$ cat src/kinpira_pkg.sv
`default_nettype none

package kinpira_pkg;

  // Word and memory sizes
  localparam int DWIDTH         = 16;
  localparam int BWIDTH         = 32;
  localparam int LWIDTH         = 16;
  localparam int IMGSIZE        = 10;
  localparam int GOBOU_NETSIZE  = 10;
  localparam int RENKON_NETSIZE = 6;
  localparam int ACCWIDTH       = 40;

  // Fixed point position of the products
  localparam int FRAC = 8;

  localparam logic WHICH_RENKON = 1'b0;
  localparam logic WHICH_GOBOU  = 1'b1;

  typedef logic signed [DWIDTH-1:0] img_word_t;
  typedef logic signed [DWIDTH-1:0] net_word_t;
  typedef logic [IMGSIZE-1:0]       img_addr_t;
  typedef logic [LWIDTH-1:0]        len_t;

  // Shift back to the word scale, optional ReLU, then truncate
  function automatic img_word_t activate(input logic signed [ACCWIDTH-1:0] sum,
                                         input logic relu);
    logic signed [ACCWIDTH-1:0] shifted;
    shifted = sum >>> FRAC;
    if (relu && shifted < 0) begin
      shifted = '0;
    end
    return shifted[DWIDTH-1:0];
  endfunction

endpackage

`default_nettype wire

$ cat src/gobou_core.sv
`timescale 1ns/100ps
`default_nettype none

module gobou_core (
  input  wire                                   clk,
  input  wire                                   xrst,
  input  wire                                   req,
  input  wire kinpira_pkg::img_addr_t           in_offset,
  input  wire kinpira_pkg::img_addr_t           out_offset,
  input  wire [kinpira_pkg::GOBOU_NETSIZE-1:0]  net_offset,
  input  wire kinpira_pkg::len_t                total_out,
  input  wire kinpira_pkg::len_t                total_in,
  input  wire                                   bias_en,
  input  wire                                   relu_en,
  input  wire kinpira_pkg::img_word_t           img_rdata,
  input  wire kinpira_pkg::net_word_t           net_rdata,
  output logic                                  ack,
  output logic                                  img_we,
  output kinpira_pkg::img_addr_t                img_addr,
  output kinpira_pkg::img_word_t                img_wdata,
  output logic [kinpira_pkg::GOBOU_NETSIZE-1:0] net_addr
);
  import kinpira_pkg::*;

  typedef enum logic [2:0] {S_IDLE, S_MAC, S_BIAS, S_SUM, S_WR, S_ACK} state_t;

  state_t                     state;
  logic                       req_q;
  logic                       mac_v;
  len_t                       i;
  len_t                       j;
  logic [GOBOU_NETSIZE-1:0]   w_ptr;
  logic signed [ACCWIDTH-1:0] acc;
  net_word_t                  bias;

  // ==========================================================================
  // Addressing
  // ==========================================================================

  assign ack      = state == S_ACK;
  assign img_we   = state == S_WR;
  assign img_addr = img_we ? out_offset + IMGSIZE'(j) : in_offset + IMGSIZE'(i);

  // Weights are row major, biases follow the whole matrix
  assign net_addr = (state == S_BIAS)
                  ? net_offset + GOBOU_NETSIZE'(total_out * total_in + j)
                  : w_ptr;

  assign bias = bias_en ? net_rdata : net_word_t'(0);

  // ==========================================================================
  // Control
  // ==========================================================================

  always_ff @(posedge clk) begin
    if (!xrst) begin
      state <= S_IDLE;
      req_q <= 1'b0;
      mac_v <= 1'b0;
    end else begin
      req_q <= req;
      mac_v <= state == S_MAC;
      case (state)
        S_IDLE: if (req && !req_q) state <= S_MAC;
        S_MAC:  if (i == total_in - 1) state <= S_BIAS;
        S_BIAS: state <= S_SUM;
        S_SUM:  state <= S_WR;
        S_WR:   state <= (j == total_out - 1) ? S_ACK : S_MAC;
        S_ACK:  if (!req) state <= S_IDLE;
        default: state <= S_IDLE;
      endcase
    end
  end

  // ==========================================================================
  // Datapath
  // ==========================================================================

  always_ff @(posedge clk) begin
    case (state)
      S_IDLE: begin
        i     <= '0;
        j     <= '0;
        w_ptr <= net_offset;
        acc   <= '0;
      end
      S_MAC: begin
        i     <= i + 1'b1;
        w_ptr <= w_ptr + 1'b1;
      end
      S_SUM: img_wdata <= activate(acc + bias, relu_en);
      S_WR: begin
        i   <= '0;
        j   <= j + 1'b1;
        acc <= '0;
      end
      default: ;
    endcase
    // Product of the read issued one cycle earlier
    if (mac_v) begin
      acc <= acc + img_rdata * net_rdata;
    end
  end

  // Writes stay inside the window the engine owns
  a_no_write_on_ack: assert property (@(posedge clk) disable iff (!xrst)
    img_we |-> req && !ack);

endmodule

`default_nettype wire

$ cat config.mk
export PLATFORM = sky130hd
export DESIGN_NAME = gobou_core
export DESIGN_NICKNAME = d
export VERILOG_FILES = /design/src/kinpira_pkg.sv /design/src/gobou_core.sv
export SDC_FILE = /design/constraint.sdc
export NUM_CORES = 1
export LEC_CHECK = 0
export BUFFER_PORTS_ARGS = -buffer_cell sky130_fd_sc_hd__buf_2
export CAP_MARGIN = 5
export CORE_UTILIZATION = 60
export DETAILED_ROUTE_END_ITERATION = 16
export GPL_TIMING_DRIVEN = 0
export PLACE_DENSITY_LB_ADDON = 0.3
export SLEW_MARGIN = 20
export SYNTH_ARGS = -nofsm -noshare
export SYNTH_HDL_FRONTEND = slang
export SYNTH_SLANG_ARGS = --single-unit
export TNS_END_PERCENT = 100
$ cat constraint.sdc
create_clock -name clk -period 8.76 [get_ports clk]
set_clock_uncertainty 0.05 [all_clocks]
set_input_delay 0.438 -clock clk [delete_from_list [all_inputs] [get_ports clk]]
set_output_delay 0.438 -clock clk [all_outputs]
set_load 0.02 [all_outputs]
Yosys cells after proc, flatten, opt, wreduce, memory -nomap -nowiden
Index checks and enable logic that the tools add are counted.
Word-level totals
  flip-flop bits (word level): 103
  word-level logic and storage cells: 55
Operators by class
  add/sub/neg operators: 11
  multiply operators: 2
  $lt $le $gt $ge: 1
  equal/unequal tests: 10
  multiplexer cells: 13
  reduce and logical (&&, ||, !) cells: 10
Operators with widths (count)
  two-way mux 40 bit: 2
  == test 16 x 32 -> 1 bit: 2
  case mux 16 bit (2 select lines): 2
  adder 10 bit: 4
  adder 40 x 16 -> 40 bit: 1
  adder 40 x 32 -> 40 bit: 1
  subtractor 16 x 1 -> 17 bit, second input constant: 2
  adder 16 x 1 -> 16 bit, second input constant: 2
  less-than comparator 32 x 1 -> 1 bit, second input constant: 1
  multiplier 16 x 16 -> 32 bit: 1
  two-way mux 10 bit: 2
  case mux 10 bit (2 select lines): 1
  case mux 3 bit (6 select lines): 1
  multiplier 16 x 16 -> 10 bit: 1
  two-way mux 16 bit: 1
  two-way mux 3 bit: 4
  adder 10 x 1 -> 10 bit, second input constant: 1
  nonzero test 2 bit: 4
  == test 3 x 2 -> 1 bit, second input constant: 2
  == test 3 bit, second input constant: 2
  != test 2 bit, second input constant: 2
  == test 3 x 1 -> 1 bit, second input constant: 1
  logical NOT 3 bit: 1
  AND reduction 3 bit: 1
  other kinds (4): 5

Longest topological paths before layout
Gate-level depths: netlist (run 1).
  depth in word-level cells: 4
  mapped depth: 24

Least setup slack after synthesis (run 1)
OpenSTA, ideal clock, no wires.
  kind: input-to-reg
  start: in img_rdata[10]
  end: reg acc[29] (data pin)
  setup time: 0.255 ns
  data arrival time: 6.232 ns
  required time: 8.455 ns
  slack: 2.224 ns
  cell stages on the path: 21
  buffers on the path: 1
  cells stage by stage: clkbuf_1 nand2_1 fa_1 fa_1 fa_1 fa_1 inv_1 fa_1 inv_1 fa_1 inv_1 ha_1 and2_1 a221o_1 a211o_1 a221o_1 a31o_2 a31oi_1 o21ai_0 xor2_1 and2_1
Between the ends
  longest elaborated chain between the ends: 3
RTL lines
  start, declared: line gobou_core.sv:15  | input wire kinpira_pkg::img_word_t img_rdata,
  multiplier 16 x 16 -> 32 bit: line gobou_core.sv:101  | acc <= acc + img_rdata * net_rdata;
  adder 40 x 32 -> 40 bit: line gobou_core.sv:101
  two-way mux 40 bit: line gobou_core.sv:100  | if (mac_v) begin
  end signal, assigned: line gobou_core.sv:101
  end, declared: line gobou_core.sv:33  | logic signed [ACCWIDTH-1:0] acc;
No other way between the ends.
A chain may end at the register's enable or synchronous reset.

Worst setup path in the final report (run 1)
  start: in net_rdata[4]
  end: reg acc[37] (data pin)
Between the ends
  longest elaborated chain between the ends: 3
RTL lines
  start, declared: line gobou_core.sv:16  | input wire kinpira_pkg::net_word_t net_rdata,
  multiplier 16 x 16 -> 32 bit: line gobou_core.sv:101
  adder 40 x 32 -> 40 bit: line gobou_core.sv:101
  two-way mux 40 bit: line gobou_core.sv:100
No other way between the ends.

==> results of run 1 <==
==> cell families (layout without fill, tap and decap cells) <==
logic type,count (synthesis),count (layout),synth area share
AOI/OAI and AO/OA,248,248,0.0719
xor gates and xnor gates,167,167,0.0675
adders and majority gates,572,572,0.459
buffers and inverters,549,691,0.0954
DFF,103,103,0.140
muxes,13,13,0.00618
other,0,6,0
and+or+nand+nor,695,695,0.160
==> routing by layer <==
layer,routed length [um],vias to the layer above,GRT usage
li1,-,7610,-
met1,22200,8176,0.408
met2,26100,628,0.521
met3,3670,117,0.0460
met4,1940,4,0.108
met5,22,-,0
==> path summary, 6_finish.rpt <==
kind                start        to  slack [ps]
min reg2reg      w_ptr[0]  w_ptr[0]         610
max reg2reg       acc[10]   acc[29]        2910
min                  xrst     req_q         260
max          net_rdata[4]   acc[37]        1480
==> state kept, by name, summed over array words and instances, names as in the netlist <==
register / count
acc: 40
i: 16
img_wdata: 16
j: 16
mac_v: 1
req_q: 1
state: 3
w_ptr: 10
==> cell usage after synthesis, drive strengths merged (22+ instances only) <==
cell / number / area, um2
a21o: 31 / 233
fa: 371 / 7430
and3: 22 / 138
nor3: 24 / 120
edfxtp: 98 / 2940
o21ai: 64 / 320
nand2: 230 / 863
and2: 185 / 1160
xor2: 63 / 552
a21oi: 71 / 355
nor2: 112 / 420
ha: 201 / 2510
xnor2: 104 / 911
nand3: 32 / 160
clkbuf: 66 / 248
inv: 475 / 1780
==> layout make-up <==
cell class,count,area share
timing repair buffer,126,0.0274
sequential,103,0.131
inverter,476,0.0770
antenna,6,0.000647
buffer,73,0.0122
tap,461,0.0249
multi-input combinational,1695,0.714
clock inverter,7,0.00307
clock buffer,9,0.00970
==> worst register-to-register path: stages, from the launching register on <==
cell      delay [ps]
edfxtp_1         440
ha_1             350
fa_1             510
fa_1             520
inv_1             50
fa_1             530
inv_1             50
fa_1             450
ha_1             370
a21o_1           200
a221o_1          350
a211o_1          300
a221o_1          430
a31o_2           280
a31oi_1          260
o21ai_0          140
xor2_1           150
and2_1           170
==> cell usage in the layout, fill, tap and decap left out, types with 63 or more instances in the layout <==
cell | Yosys | routed
and2_1 | 184 | 184
clkbuf_1 | 66 | 65
xnor2_1 | 104 | 104
nand2_1 | 230 | 230
edfxtp_1 | 98 | 98
inv_1 | 475 | 475
buf_2 | 3 | 128
o21ai_0 | 64 | 64
fa_1 | 371 | 370
a21oi_1 | 71 | 70
ha_1 | 201 | 201
xor2_1 | 63 | 63
nor2_1 | 112 | 112
==> through the flow <==
| step | setup WS [ps] | cells | util | cell area [um2] | hold WS (ps) |
|---|---|---|---|---|---|
| 2_1_floorplan | 2220 | 2347 | - | 21700 | 510 |
| 3_3_place_gp | 1230 | 2933 | 0.643 | 22900 | 582 |
| 3_5_place_dp | 1110 | 2934 | 0.644 | 22900 | 603 |
| 4_1_cts | 1480 | 2950 | 0.652 | 23200 | 258 |
| 5_1_grt | 1190 | 2955 | 0.652 | 23200 | 265 |
| 6_report | 1480 | 2956 | 0.653 | 23200 | 263 |
==> results.json, run 1 <==
{
  "outcome": "finished, final reports clean",
  "final_max_slew_viol_count": 0,
  "vias_per_cell": 5.59,
  "multi_input_area_mm2": 0.0166,
  "crit_path_start_kind": "input port",
  "clock_latency_ps": 370,
  "ys_seq_elements": 103,
  "synthFlopType": "edfxtp_1",
  "cp_max_fo": 10,
  "relSlewSlack": 0.353,
  "fmax_mhz": 137,
  "areaGrowthSynthToFinish_pct": 7.07,
  "synth-async-reset-ratio": 0,
  "cp_data_required_time_ps": 8830,
  "setup_violations": 0,
  "first_pass_iters": 5,
  "clock_path_buffers": 2,
  "die_w_um": 192,
  "drc": 0,
  "ios": 137,
  "dp_hpwl_um": 46300,
  "yosysWarnings": 0,
  "rsz0062_at_grt": "no",
  "start_util": 0.609,
  "critPathMaxStageDelay_ps": 650,
  "hold_depth": 2,
  "cts_buffers": 9,
  "syn_nets": 3018,
  "period_minus_slack_ps": 7280,
  "post_cts_buffers": 0,
  "fill_cells": 2921,
  "holdBufCountCts": 0,
  "rows": 69,
  "nNetsFinal": 3155,
  "wl_um": 53900,
  "avgSynthCellArea_um2": 9.24,
  "gr-total-overflow": 0,
  "tightest_slew_ps": 970,
  "cp_top_family": "adder cells",
  "drtIter0Drc": 980,
  "synthCells": 2347,
  "slowest_stage": "fa_1",
  "ant_nets": 0,
  "cts_sinks": 103,
  "r2r_cells": 17,
  "hold_violations": 0,
  "core_area_mm2": 0.0356,
  "place.gp.congestion": 0.926,
  "crit_chain": "buf_2 > clkbuf_1 > nand2_1 > fa_1 > inv_1 > fa_1 > inv_1 > fa_1 > inv_1 > fa_1 > fa_1 > inv_1 > fa_1 > inv_1 > ha_1 > or3_1 > o21ai_0 > a21oi_1 > a211oi_1 > a211oi_1 > o31ai_1 > a21oi_1 > o21a_1",
  "clockRootBuffer": "clkbuf_16",
  "crit_buf_inv": 7,
  "synth_edf_count": 98,
  "grt_pass1_wl_um": 88100,
  "register_area_mm2": 0.00304,
  "vias": 16500,
  "ys_types": 63,
  "maxCapViolations": 0,
  "cts_resized": 0,
  "clkTransAtPathRegs_ps": 80,
  "critical_path_arrival_ps": 7360,
  "min_period_over_period": 0.832,
  "netlist_area_mm2": 0.0217,
  "cp_num_cells": 23,
  "drive_gt1_frac": 0.0679,
  "min_path_type": "input port to register",
  "antenna_found_initial": 8,
  "cp-end-kind": "register",
  "dieArea_mm2": 0.0369,
  "finalSetupTns_ps": 0,
  "ys_seq_area_frac": 0.140,
  "critPathKind": "input port to register",
  "wl_per_cell_um": 18.2,
  "die_h_um": 192,
  "cts_tree": "done",
  "grt_usage": 0.309,
  "grt_pass1_vias": 17100,
  "grt_max_degree": 41,
  "htree_levels": 3,
  "io_buffers": 125,
  "cp_common_cell": "fa_1"
}
Power of run 1 is not shown: default switching activity piles up to over one toggle a cycle in this logic, so the estimate is an artifact.
==> run 2, diff against run 1 <==
--- a/config.mk
+++ b/config.mk
@@ -5,6 +5,7 @@
 export SDC_FILE = /design/constraint.sdc
 export NUM_CORES = 1
 export LEC_CHECK = 0
+export ABC_AREA = 1
 export BUFFER_PORTS_ARGS = -buffer_cell sky130_fd_sc_hd__buf_2
 export CAP_MARGIN = 5
 export CORE_UTILIZATION = 60
==> constraint.sdc (replaced) <==
create_clock -name clk -period 7.3 [get_ports clk]
set_clock_uncertainty 0.05 [all_clocks]
set_input_delay 0.365 -clock clk [delete_from_list [all_inputs] [get_ports clk]]
set_output_delay 0.365 -clock clk [all_outputs]
set_load 0.02 [all_outputs]
==> results.json, run 2 <==
{
  "outcome": "finished, final reports clean",
  "maxCapViolations": 0,
  "nNetsFinal": 3787,
  "rows": 71,
  "cp_data_required_time_ps": 7370,
  "die_w_um": 199,
  "final_cell_mix": "inv_1 (817), nand2_1 (649), fa_1 (370)",
  "ys_seq_area_frac": 0.131,
  "pre_cts_ws_ps": -355,
  "drtIter0Drc": 1230,
  "cts_tree": "done",
  "syn_nets": 3675,
  "synth-async-reset-ratio": 0,
  "synth_area_leaders": "fa_1 (32%), inv_1 (13%), edfxtp_1 (13%)",
  "vias": 19500,
  "startpoint": "net_rdata[3]",
  "synthFlopType": "edfxtp_1",
  "cts_buffers": 9,
  "min_path_type": "input port to register",
  "synth_edf_count": 98,
  "gr-total-overflow": 0,
  "tightest_slew_ps": 1290,
  "final_max_slew_viol_count": 0,
  "grt_max_degree": 27,
  "htree_levels": 3,
  "clock_path_buffers": 2,
  "min_period_over_period": 0.929,
  "yosysWarnings": 0,
  "hold_violations": 0,
  "core_area_mm2": 0.0378,
  "hold_ws_ps": 182,
  "relSlewSlack": 0.133,
  "netlist_area_mm2": 0.0232,
  "cp-end-kind": "register",
  "dieArea_mm2": 0.0395,
  "cp_max_fo": 10,
  "grt_pass1_vias": 19900,
  "rsz0062_at_grt": "no",
  "post_cts_buffers": 0,
  "clock_latency_ps": 380,
  "yosysTopAreaCellShare": 0.320,
  "period_minus_slack_ps": 6780,
  "critPathKind": "input port to register",
  "ys_types": 56,
  "yosys.area.top_type": "fa_1",
  "synth.most_common_cell": "inv_1",
  "io_buffers": 100,
  "vias_per_cell": 5.38,
  "antenna_found_initial": 2,
  "start_util": 0.613,
  "cts_sinks": 103,
  "synthCells": 3004,
  "place.gp.congestion": 1.01,
  "setup_violations": 0,
  "crit_path_start_kind": "input port",
  "fmax_mhz": 148,
  "ys_top_cells_by_count": "inv_1 (817), nand2_1 (650), fa_1 (371)",
  "wl_per_cell_um": 17.0,
  "avgSynthCellArea_um2": 7.73,
  "setup_slack_ps": 521,
  "clockRootBuffer": "clkbuf_16",
  "holdBufCountCts": 0,
  "reg2reg_from": "acc[3]",
  "ant_nets": 0,
  "dp_hpwl_um": 53300,
  "die_h_um": 199,
  "ios": 137,
  "largest_reg_flops": 40,
  "wl_um": 62000,
  "ys_seq_elements": 103,
  "hp-start": "req",
  "drive_gt1_frac": 0.0606,
  "grt_usage": 0.333,
  "mostFrequentLayoutCell": "inv_1",
  "grt_pass1_wl_um": 101000,
  "areaGrowthSynthToFinish_pct": 6.32,
  "drc": 0,
  "first_pass_iters": 6,
  "critical_path_arrival_ps": 6850,
  "clkTransAtPathRegs_ps": 80,
  "top_register": "acc"
}
-- run 2: cell types whose count changed after synthesis, sizes merged, moves of 19 or more --
cell,change
xor2,-19
o21ai,+42
and2,-185
and3,-19
nand3,+48
a21oi,+83
a21o,-28
nor2,+83
nand2,+424
xnor2,-62
inv,+345
-- run 2: kinds of logic (layout without fill, tap and decap cells) --
group / count (synthesis) / count (layout) / synth area share
adders and majority gates: 572 / 572 / 0.428
DFF: 103 / 103 / 0.131
other: 0 / 2 / 0
AOI/OAI and AO/OA: 326 / 326 / 0.0786
xor gates and xnor gates: 87 / 87 / 0.0334
muxes: 1 / 1 / 0.000431
buffers and inverters: 910 / 1027 / 0.149
and+or+nand+nor: 1005 / 1005 / 0.179
-- run 2: timing repair --
item | in CTS | in global routing
endpoints found under the hold margin | 0 | 0
endpoints found under the setup margin | 1 | 3
pin swaps | 0 | 0
resized for setup | 1 | 11
-- run 2: path summary, 6_finish.rpt --
kind | end | slack, ps | cells past startpoint
setup / recovery | acc[38] | 520 | 23
hold / removal | req_q | 180 | 3
setup reg to reg | acc[33] | 2040 | 22
hold reg to reg | state[1] | 610 | 3
-- run 2: area by class of cell --
class,count,area (um2)
clock buffer,9,225
fill,3296,13200
sequential,103,3040
clock inverter,7,47.5
timing repair buffer,102,528
multi-input combinational,1991,16700
inverter,820,3080
antenna,2,5.00
tap,511,639
buffer,89,390
-- run 2: through the flow --
step / area [um2] / util / setup TNS [ps] / instances
finish: 24700 / 0.652 / 0 / 3634
global route: 24700 / 0.652 / 0 / 3633
CTS: 24700 / 0.652 / 0 / 3633
detailed placement: 24400 / 0.644 / -890 / 3617
floorplan: 23200 / - / 0 / 3004
global placement: 24300 / 0.643 / -422 / 3615
-- run 2: per-layer routing --
layer | part of all wire | routed length, um | global-route usage | vias to the layer above
met5 | 0 | 0 | 0.00639 | -
li1 | - | - | - | 9241
met2 | 0.49 | 30100 | 0.565 | 728
met4 | 0.039 | 2430 | 0.126 | 0
met3 | 0.065 | 4030 | 0.0482 | 128
met1 | 0.41 | 25400 | 0.431 | 9446
-- run 2: worst max-delay path, cell delays in order --
cell	delay, ps
clkbuf_1	310
clkbuf_2	330
nand2_1	80
inv_1	80
fa_2	530
fa_1	710
inv_1	230
fa_1	810
inv_1	100
fa_1	630
inv_1	190
fa_1	470
fa_1	490
inv_1	40
ha_1	310
inv_1	130
o21ai_0	140
a21oi_1	240
o221ai_1	170
a21oi_1	150
nand3_1	140
o21ai_1	150
a21oi_1	60
Power of run 2 is left out for the same reason.
