$ cat src/kinpira_pkg.sv
`default_nettype none

package kinpira_pkg;

  // Word and memory sizes
  localparam int DWIDTH         = 16;
  localparam int BWIDTH         = 32;
  localparam int LWIDTH         = 16;
  localparam int IMGSIZE        = 10;
  localparam int GOBOU_NETSIZE  = 10;
  localparam int RENKON_NETSIZE = 6;
  localparam int ACCWIDTH       = 40;

  // Fixed point position of the products
  localparam int FRAC = 8;

  localparam logic WHICH_RENKON = 1'b0;
  localparam logic WHICH_GOBOU  = 1'b1;

  typedef logic signed [DWIDTH-1:0] img_word_t;
  typedef logic signed [DWIDTH-1:0] net_word_t;
  typedef logic [IMGSIZE-1:0]       img_addr_t;
  typedef logic [LWIDTH-1:0]        len_t;

  // Shift back to the word scale, optional ReLU, then truncate
  function automatic img_word_t activate(input logic signed [ACCWIDTH-1:0] sum,
                                         input logic relu);
    logic signed [ACCWIDTH-1:0] shifted;
    shifted = sum >>> FRAC;
    if (relu && shifted < 0) begin
      shifted = '0;
    end
    return shifted[DWIDTH-1:0];
  endfunction

endpackage

`default_nettype wire

$ cat src/renkon_core.sv
`timescale 1ns/100ps
`default_nettype none

module renkon_core (
  input  wire                                    clk,
  input  wire                                    xrst,
  input  wire                                    req,
  input  wire kinpira_pkg::img_addr_t            in_offset,
  input  wire kinpira_pkg::img_addr_t            out_offset,
  input  wire [kinpira_pkg::RENKON_NETSIZE-1:0]  net_offset,
  input  wire kinpira_pkg::len_t                 img_size,
  input  wire kinpira_pkg::len_t                 conv_size,
  input  wire                                    bias_en,
  input  wire                                    relu_en,
  input  wire kinpira_pkg::img_word_t            img_rdata,
  input  wire kinpira_pkg::net_word_t            net_rdata,
  output logic                                   ack,
  output logic                                   img_we,
  output kinpira_pkg::img_addr_t                 img_addr,
  output kinpira_pkg::img_word_t                 img_wdata,
  output logic [kinpira_pkg::RENKON_NETSIZE-1:0] net_addr
);
  import kinpira_pkg::*;

  typedef enum logic [2:0] {S_IDLE, S_MAC, S_BIAS, S_SUM, S_WR, S_ACK} state_t;

  state_t                     state;
  logic                       req_q;
  logic                       mac_v;
  len_t                       k;
  len_t                       t;
  logic signed [ACCWIDTH-1:0] acc;
  net_word_t                  bias;

  // ==========================================================================
  // Addressing
  // ==========================================================================

  assign ack      = state == S_ACK;
  assign img_we   = state == S_WR;
  assign img_addr = img_we ? out_offset + IMGSIZE'(k) : in_offset + IMGSIZE'(k + t);

  // Kernel taps first, the bias word right after them
  assign net_addr = (state == S_BIAS)
                  ? net_offset + RENKON_NETSIZE'(conv_size)
                  : net_offset + RENKON_NETSIZE'(t);

  assign bias = bias_en ? net_rdata : net_word_t'(0);

  // ==========================================================================
  // Control
  // ==========================================================================

  always_ff @(posedge clk) begin
    if (!xrst) begin
      state <= S_IDLE;
      req_q <= 1'b0;
      mac_v <= 1'b0;
    end else begin
      req_q <= req;
      mac_v <= state == S_MAC;
      case (state)
        S_IDLE: if (req && !req_q) state <= S_MAC;
        S_MAC:  if (t == conv_size - 1) state <= S_BIAS;
        S_BIAS: state <= S_SUM;
        S_SUM:  state <= S_WR;
        S_WR:   state <= (k == img_size - conv_size) ? S_ACK : S_MAC;
        S_ACK:  if (!req) state <= S_IDLE;
        default: state <= S_IDLE;
      endcase
    end
  end

  // ==========================================================================
  // Datapath
  // ==========================================================================

  always_ff @(posedge clk) begin
    case (state)
      S_IDLE: begin
        k   <= '0;
        t   <= '0;
        acc <= '0;
      end
      S_MAC: t <= t + 1'b1;
      S_SUM: img_wdata <= activate(acc + bias, relu_en);
      S_WR: begin
        t   <= '0;
        k   <= k + 1'b1;
        acc <= '0;
      end
      default: ;
    endcase
    if (mac_v) begin
      acc <= acc + img_rdata * net_rdata;
    end
  end

  // Window must fit inside the image for the whole run
  a_kernel_fits: assert property (@(posedge clk) disable iff (!xrst)
    req |-> conv_size <= img_size);

endmodule

`default_nettype wire

$ cat config.mk
export PLATFORM = sky130hd
export DESIGN_NAME = renkon_core
export DESIGN_NICKNAME = d
export VERILOG_FILES = /design/src/kinpira_pkg.sv /design/src/renkon_core.sv
export SDC_FILE = /design/constraint.sdc
export NUM_CORES = 1
export LEC_CHECK = 0
export BUFFER_PORTS_ARGS = -buffer_cell sky130_fd_sc_hd__buf_4
export CAP_MARGIN = 20
export CORE_UTILIZATION = 40
export CTS_BUF_LIST = sky130_fd_sc_hd__clkbuf_2 sky130_fd_sc_hd__clkbuf_4 sky130_fd_sc_hd__clkbuf_8
export CTS_CLUSTER_DIAMETER = 120
export DETAILED_ROUTE_END_ITERATION = 12
export MAX_ROUTING_LAYER = met4
export RECOVER_POWER = 100
export SLEW_MARGIN = 15
export SYNTH_ARGS = -nofsm -noshare
export SYNTH_HDL_FRONTEND = slang
export SYNTH_SLANG_ARGS = --single-unit
$ cat constraint.sdc
create_clock -name clk -period 7.94 [get_ports clk]
set_clock_uncertainty 0.2 [all_clocks]
set_input_delay 0.794 -clock clk [delete_from_list [all_inputs] [get_ports clk]]
set_output_delay 0.794 -clock clk [all_outputs]
set_load 0.01 [all_outputs]
# Word level (Yosys, flattened, before mapping)
# Cells that the tools add are included.
# word_totals
romBits	0
memories	0
ff_bits	93
word_cells	51
latch_bits	0
ram_bits	0
# op_classes
n_lt_le_gt_ge	1
n_mux	12
bitwise	0
n_shift	0
reduce_logical	9
div	0
n_addsub	11
eq_ne	10
multipliers	1
# op_table
operator	n
$mux W40	2
$pmux W16 S2	2
$add A40 B16 Y40	1
$add A40 B32 Y40	1
$add A16 B1 Y16 const B	2
$eq A16 B32 Y1	1
$lt A32 B1 Y1 const B	1
$mul A16 B16 Y32	1
$add A10 B10 Y10	3
$pmux W3 S6	1
$sub A16 B1 Y17 const B	1
$eq A16 B16 Y1	1
$mux W16	1
$sub A16 B16 Y16	1
$add A6 B6 Y6	2
$mux W3	4
$mux W10	1
$eq A3 B2 Y1 const B	2
$eq A3 B3 Y1 const B	2
$mux W6	1
$reduce_bool A2 Y1	3
$ne A2 B2 Y1 const B	2
$eq A3 B1 Y1 const B	1
$logic_not A3 Y1	1
5 further kinds	6

# Longest topological paths before layout
# Gate-level depths: netlist of run 1.
# logic_depth
ltp_word	4
ltp_mapped	25
ltp_nobuf	23

# Worst setup path after synthesis of run 1
# No wires, ideal clock.
# synth_timing
path_kind	in2reg
startpoint	in net_rdata[7]
endpoint	reg acc[35] (data pin)
t_required_ps	7485
path_buffers	2
cell_stages	22
setup_time_ps	255
slack_ps	970
t_arrival_ps	6516
cell_sequence	clkbuf_1 > clkbuf_1 > nand2_1 > fa_1 > inv_1 > fa_1 > fa_1 > fa_1 > fa_1 > inv_1 > fa_1 > inv_1 > ha_1 > a21o_1 > a31oi_1 > o21ai_1 > or3_1 > a211o_1 > a21oi_2 > o21ai_1 > xor2_1 > and2_1
# synth_between
elab_chain_cells	3
# synth_rtl
item	line_no	rtl
from (decl)	renkon_core.sv:16	input wire kinpira_pkg::net_word_t net_rdata,
$mul A16 B16 Y32	renkon_core.sv:95	acc <= acc + img_rdata * net_rdata;
$add A40 B32 Y40	renkon_core.sv:95	
$mux W40	renkon_core.sv:94	if (mac_v) begin
to (signal assigned)	renkon_core.sv:95	
to (decl)	renkon_core.sv:32	logic signed [ACCWIDTH-1:0] acc;
# No other way between the ends.
# A chain may end at the register's enable or synchronous reset.

# Final worst setup path of run 1
# layout_timing
startpoint	in net_rdata[1]
endpoint	reg acc[38] (data pin)
# Same word-level chain as after synthesis.

==> results of run 1 <==
==> path summary, 6_finish.rpt <==
check | startpoint | to | slack [ps]
hold reg to reg | state[0]$_SDFFE_PN0P_ | mac_v$_SDFF_PN0_ | 480
setup reg to reg | acc[15]$_SDFFCE_PN0P_ | acc[38]$_SDFFCE_PN0P_ | 1840
hold / removal | req | req_q$_SDFF_PN0_ | 420
setup / recovery | net_rdata[1] | acc[38]$_SDFFCE_PN0P_ | 770
==> logic make-up after synthesis <==
family	Yosys count	synth area share, %
xor gates and xnor gates	142	6.16
muxes	12	0.744
adders and majority gates	536	46.0
buffers and inverters	509	9.51
AOI/OAI and AO/OA	274	8.84
DFF	93	13.6
and+or+nand+nor	598	15.2
==> per-layer routing <==
layer | global-route usage [%] | vias to the layer above | share of wire, %
met2 | 33.2 | 291 | 47
met1 | 29.1 | 7284 | 48
li1 | - | 6981 | -
met4 | 3.60 | 0 | 0.98
met3 | 3.11 | 29 | 4.7
met5 | - | - | 0
==> area by class of cell <==
type                    count  area, um^2  area share, %
multi-input cells        1562       15500           70.9
flip-flops and latches     93        2740           12.5
clock inverters             7         121          0.555
inverters                 445        1670           7.64
repair buffers            136         871           3.98
diodes                      3        7.51         0.0343
clock buffers               9         124          0.567
well taps                 664         831           3.80
==> through the flow <==
| step | cells | hold slack, ps | area, um^2 | util, % |
|---|---|---|---|---|
| floorplan | 2164 | 388 | 20200 | - |
| global placement | 2899 | 423 | 21800 | 44.1 |
| detailed placement | 2899 | 440 | 21800 | 44.1 |
| CTS | 2915 | 399 | 22000 | 44.6 |
| global route | 2919 | 400 | 21900 | 44.3 |
| finish | 2919 | 425 | 21900 | 44.3 |
==> sequential cells by signal (all words and copies together) (netlist names) <==
register   cells
acc           40
img_wdata     16
k             16
mac_v          1
req_q          1
state          3
t             16
==> placed cells by master, fill, tap and decap left out, types with 34 or more instances in the layout <==
master	netlist	routed
ha_1	193	193
fa_1	343	343
a21oi_1	96	97
xor2_1	52	52
clkbuf_1	60	40
nor2_1	88	87
xnor2_1	90	90
a21o_1	39	39
buf_4	0	96
and2_1	164	143
nand3_1	34	34
o21ai_0	46	50
edfxtp_1	88	88
inv_1	445	445
nand2_1	195	195
==> results.json, run 1 <==
{
  "path_cells": "buf_4 -> nand2_1 -> inv_1 -> fa_1 -> fa_1 -> inv_1 -> fa_1 -> fa_1 -> inv_1 -> fa_1 -> inv_1 -> fa_1 -> inv_1 -> ha_1 -> nand2_1 -> nor2_1 -> a221oi_1 -> o21ai_0 -> a31oi_1 -> a21oi_1 -> o41ai_2 -> o21ai_1 -> mux2i_1",
  "setup_slack_ps": 773,
  "period_share_pct": 90.3,
  "max_freq_mhz": 140,
  "track_usage_pct": 21.1,
  "yosysUniqueCellTypes": 74,
  "numClockSinks": 93,
  "syn_nets": 2795,
  "synth_cells": 2164,
  "synth_top_area_share_pct": 34.0,
  "die_w_um": 227,
  "nets": 2878,
  "area_growth_pct": 8.33,
  "via_per_inst": 5.00,
  "post_drt_wl_per_cell_um": 16.8,
  "hold_class": "primary input to flip-flop",
  "ys_seq_area_share_pct": 13.6,
  "cp_num_buf_inv": 6,
  "cts_buffers": 9,
  "fp-row-count": 81,
  "syn-cell-area_um2": 20200,
  "antenna_left": 0,
  "worstMarginPinSlew_ps": 1730,
  "cp_common_cell": "fa_1",
  "hold_viol": 0,
  "cp_max_fo": 17,
  "setup_tns_ps": 0,
  "cts_tree": "yes",
  "drt-total-wl_mm": 48.9,
  "path_clk_slew_ps": 120,
  "hold_depth": 2,
  "die_height_um": 227,
  "drive_gt1_share_pct": 6.31,
  "synth_edf_count": 88,
  "cts-root-buf": "clkbuf_8",
  "cts_max_path_buffers": 2,
  "rsz0062_at_grt": "false",
  "post_cts_resized": 0,
  "yosysWarnings": 0,
  "yosysMostFrequentCell": "inv_1",
  "critPathRequiredTime_ps": 7880,
  "dieArea_um2": 51300,
  "coreArea_um2": 49400,
  "outcome": "finished with violations",
  "clock_latency_ps": 410,
  "numPortBuffers": 128,
  "cap_violations": 5,
  "yosys-top-cells-count": "inv_1, fa_1, nand2_1",
  "ys_seq_elements": 93,
  "postCtsSetupBuffers": 0,
  "crit_cells": 23,
  "critPathKind": "primary input to flip-flop",
  "place_hpwl_mm": 41.2,
  "synth_area_leader_cell": "fa_1",
  "drt_iter0_drc": 753,
  "n_fill_cell": 4856,
  "grt_pass1_wl_mm": 82.7,
  "finalSetupViolCount": 0,
  "antenna_found_initial": 3,
  "pre_cts_ws_ps": 436,
  "drt_first_pass_iters": 5,
  "num_io_pins": 129,
  "overflow": 0,
  "relSlewSlack_pct": -18.8,
  "min_period_ps": 7170,
  "postCtsHoldBufs": 0,
  "grt_pass1_vias": 15400,
  "end_kind": "flip-flop",
  "dr_total_vias": 14600,
  "synthFlopType": "edfxtp_1",
  "syn_avg_cell_area_um2": 9.32,
  "drc_errors": 0,
  "cpMaxStageDelayCell": "fa_1",
  "synthArstFlopShare_pct": 0,
  "start_util_pct": 40.9,
  "slew_violations": 154,
  "synth_area_leaders": "fa_1, edfxtp_1, ha_1",
  "grt_max_degree": 44,
  "critical-path-top-delay-family": "adder cells",
  "crit_arrival_ps": 7100,
  "gp_congestion": 0.861,
  "critPathMaxStageDelay_ps": 750,
  "r2r_cells": 19,
  "htreeDepth": 3,
  "violations": "max-capacitance violations, max-slew violations",
  "setup.worst_path.start_class": "primary input"
}
Power of run 1 is left out: the tool's default activity adds up to more than one toggle a clock period on the data nets, which glitch-free logic cannot reach.
==> inputs of run 2 (changes only) <==
CELL_PAD_IN_SITES_DETAIL_PLACEMENT = 1   (was not set)
CELL_PAD_IN_SITES_GLOBAL_PLACEMENT = 1   (was not set)
PLACE_DENSITY_LB_ADDON = 0.1   (was not set)
==> results.json, run 2 (synthesis gave the netlist of run 1 again) <==
{
  "slew_violations": 93,
  "period_share_pct": 93.4,
  "grt_pass1_wl_mm": 89.5,
  "numPortBuffers": 128,
  "finalSetupViolCount": 0,
  "antenna_found_initial": 0,
  "drt_iter0_drc": 557,
  "diodes": 0,
  "min_period_ps": 7420,
  "cap_violations": 3,
  "r2r-start": "acc[15]$_SDFFCE_PN0P_",
  "violations": "max-capacitance violations, max-slew violations",
  "cts_max_path_buffers": 2,
  "antenna_left": 0,
  "area_growth_pct": 8.09,
  "postCtsHoldBufs": 0,
  "largest_register_ff_count": 40,
  "track_usage_pct": 23.1,
  "clock_latency_ps": 390,
  "setup.worst_path.start_class": "primary input",
  "crit_arrival_ps": 7370,
  "regArea_um2": 2740,
  "end_kind": "flip-flop",
  "critPathKind": "primary input to flip-flop",
  "rsz0062_at_grt": "false",
  "holdCritStartpoint": "req",
  "final_common_cell": "inv_1",
  "path_clk_slew_ps": 110,
  "worstMarginPinSlew_ps": 3070,
  "mostFrequentLayoutCells": "inv_1, fa_1, nand2_1",
  "die_w_um": 227,
  "num_io_pins": 129,
  "hold_class": "primary input to flip-flop",
  "die_height_um": 227,
  "via_per_inst": 5.05,
  "hold_viol": 0,
  "drc_errors": 0,
  "post_cts_resized": 0,
  "numClockSinks": 93,
  "postCtsSetupBuffers": 0,
  "setup_tns_ps": 0,
  "grt_max_degree": 43,
  "cp_max_fo": 17,
  "drt-total-wl_mm": 54.2,
  "start_util_pct": 40.9,
  "multi_input_area_um2": 15500,
  "dr_total_vias": 14700,
  "place_hpwl_mm": 46.6,
  "crit_start": "net_rdata[0]",
  "cts_tree": "yes",
  "coreArea_um2": 49400,
  "drt_first_pass_iters": 5,
  "htreeDepth": 3,
  "fp-row-count": 81,
  "outcome": "finished with violations",
  "nets": 2877,
  "dieArea_um2": 51300,
  "cts_buffers": 9,
  "overflow": 0,
  "drive_gt1_share_pct": 6.26,
  "cts-root-buf": "clkbuf_8",
  "regMostFlops": "acc",
  "n_fill_cell": 5774,
  "post_drt_wl_per_cell_um": 18.6,
  "relSlewSlack_pct": -105,
  "max_freq_mhz": 135,
  "gp_congestion": 0.873,
  "critPathRequiredTime_ps": 7890,
  "grt_pass1_vias": 16300
}
==> run 2: layout make-up <==
type	instances	area share, %
clock inverters	7	0.407
well taps	664	3.81
repair buffers	135	3.99
inverters	445	7.66
flip-flops and latches	93	12.6
multi-input cells	1562	71.0
clock buffers	9	0.568
==> run 2: stage by stage <==
| step | setup slack, ps | util [%] | cells | instance area, um^2 | hold WS, ps |
|---|---|---|---|---|---|
| final | 521 | 44.2 | 2915 | 21800 | 416 |
| after global routing | 222 | 44.2 | 2915 | 21800 | 422 |
| after CTS | 781 | 44.5 | 2915 | 22000 | 393 |
| after detailed placement | 380 | 44.1 | 2899 | 21800 | 438 |
| after global placement | 490 | 44.1 | 2899 | 21800 | 435 |
| after floorplan | 970 | - | 2164 | 20200 | 388 |
==> run 2: metal layers <==
layer	vias up	global-route usage, %	part of all wire [%]
li1	6971	-	-
met1	7563	32.3	49
met2	160	37.7	48
met3	22	1.57	1.8
met4	0	3.12	0.82
met5	-	-	0
==> run 2: final timing paths <==
check | end | slack [ps] | depth (start not counted)
setup reg to reg | acc[38]$_SDFFCE_PN0P_ | 1760 | 19
hold / removal | req_q$_SDFF_PN0_ | 420 | 2
hold reg to reg | mac_v$_SDFF_PN0_ | 460 | 1
setup / recovery | acc[35]$_SDFFCE_PN0P_ | 520 | 20
==> run 2: critical path, cell delays in order <==
cell      delay (ps)
clkbuf_1         550
nand2_1          420
inv_1            510
ha_1             350
fa_1             540
fa_1             450
fa_1             550
inv_1             50
fa_1             480
inv_1             50
ha_1             350
a21o_1           220
a31oi_1          290
o21ai_0          140
or3_1            460
a211o_1          330
a21oi_1          320
o21ai_0          170
xor2_1           160
and2_1           160
Power of run 2 is left out for the same reason.
==> inputs of run 3 (changes only) <==
--- a/config.mk
+++ b/config.mk
@@ -14,4 +14,5 @@
 export CTS_CLUSTER_DIAMETER = 120
 export DETAILED_ROUTE_END_ITERATION = 12
+export GPL_ROUTABILITY_DRIVEN = 0
 export MAX_ROUTING_LAYER = met4
 export PLACE_DENSITY_LB_ADDON = 0.1
==> constraint.sdc (replaced) <==
create_clock -name clk -period 7.94 [get_ports clk]
set_clock_uncertainty 0.2 [all_clocks]
set_input_delay 1.588 -clock clk [delete_from_list [all_inputs] [get_ports clk]]
set_output_delay 1.588 -clock clk [all_outputs]
set_load 0.01 [all_outputs]
==> results.json, run 3 (synthesis gave the netlist of run 1 again) <==
{
  "path_clk_slew_ps": 120,
  "cts_tree": "yes",
  "crit_start": "net_rdata[2]",
  "min_period_ps": 7620,
  "r2r-start": "acc[15]$_SDFFCE_PN0P_",
  "nets": 2963,
  "place_hpwl_mm": 48.3,
  "outcome": "finished with violations",
  "post_drt_wl_per_cell_um": 18.4,
  "final_common_cell": "inv_1",
  "critPathKind": "primary input to flip-flop",
  "n_fill_cell": 5849,
  "drc_errors": 0,
  "via_per_inst": 5.03,
  "clock_latency_ps": 420,
  "num_io_pins": 129,
  "relSlewSlack_pct": -29.2,
  "postCtsSetupBuffers": 0,
  "overflow": 0,
  "fp-row-count": 81,
  "r2r_cells": 19,
  "diodes": 0,
  "cap_violations": 3,
  "mostFrequentLayoutCells": "inv_1, fa_1, nand2_1",
  "antenna_found_initial": 0,
  "finalSetupViolCount": 0,
  "max_freq_mhz": 131,
  "dr_total_vias": 15100,
  "area_growth_pct": 11.3,
  "drt-total-wl_mm": 55.3,
  "worstMarginPinSlew_ps": 1880,
  "post_cts_resized": 0,
  "postCtsHoldBufs": 0,
  "hold_depth": 1,
  "drive_gt1_share_pct": 9.54,
  "largest_register_ff_count": 40,
  "final_area_um2": 22500,
  "dieArea_um2": 51300,
  "grt_pass1_wl_mm": 91.9,
  "die_w_um": 227,
  "grt_pass1_vias": 16900,
  "hold_class": "flip-flop to flip-flop",
  "cp_max_fo": 13,
  "cts-root-buf": "clkbuf_8",
  "drt_iter0_drc": 616,
  "setup.worst_path.start_class": "primary input",
  "cts_max_path_buffers": 2,
  "track_usage_pct": 23.6,
  "numPortBuffers": 128,
  "end_kind": "flip-flop",
  "antenna_left": 0,
  "die_height_um": 227,
  "numClockSinks": 93,
  "rsz0062_at_grt": "false",
  "drt_first_pass_iters": 4,
  "grt_max_degree": 43,
  "regMostFlops": "acc",
  "start_util_pct": 40.9,
  "critPathRequiredTime_ps": 7900,
  "violations": "max-capacitance violations, max-slew violations",
  "crit_arrival_ps": 7580,
  "slew_violations": 80,
  "period_share_pct": 96.0,
  "htreeDepth": 3,
  "holdCritStartpoint": "state[0]$_SDFFE_PN0P_",
  "coreArea_um2": 49400,
  "cts_buffers": 9,
  "postPlaceCellArea_um2": 22400,
  "hold_viol": 0
}
run 3: worst max-delay path: stages:
cell	delay, ps
buf_4	170
nand2_1	120
inv_1	60
fa_1	550
clkbuf_1	200
fa_1	510
inv_1	60
fa_1	500
inv_1	60
fa_1	500
fa_1	500
inv_1	60
fa_1	490
inv_1	50
ha_1	350
a21oi_1	250
o21ai_0	130
or3_1	430
a211o_1	320
a21oi_2	230
o21ai_0	150
xor2_1	150
and2_1	170
run 3: stage by stage:
step | setup slack, ps | instances | utilization (%) | TNS [ps] | hold slack [ps]
global route | 22.5 | 3001 | 45.5 | 0 | 488
detailed placement | -68.6 | 2984 | 45.5 | -266 | 437
finish | 316 | 3001 | 45.5 | 0 | 456
floorplan | 176 | 2164 | - | 0 | 388
CTS | 352 | 3000 | 45.9 | 0 | 449
global placement | -0.853 | 2984 | 45.5 | -0.853 | 433
run 3: area by class of cell:
cell class | instances | area [um^2] | share of cell area [%]
clock inverters | 7 | 88.8 | 0.395
inverters | 445 | 1670 | 7.44
multi-input cells | 1562 | 15500 | 69.0
well taps | 664 | 831 | 3.70
flip-flops and latches | 93 | 2740 | 12.2
clock buffers | 9 | 124 | 0.551
repair buffers | 221 | 1520 | 6.74
run 3: worst paths after layout:
check / endpoint / slack (ps)
min reg2reg: mac_v$_SDFF_PN0_ / 460
max: acc[35]$_SDFFCE_PN0P_ / 320
max reg2reg: acc[36]$_SDFFCE_PN0P_ / 1940
min: mac_v$_SDFF_PN0_ / 460
run 3: routing by layer:
layer / routed length, um / global-route usage (%) / share of wire (%)
met1: 26500 / 32.4 / 48
met2: 27100 / 39.3 / 49
met3: 935 / 1.32 / 1.7
met4: 854 / 4.05 / 1.5
met5: 0 / - / 0
Power of run 3 is left out for the same reason.
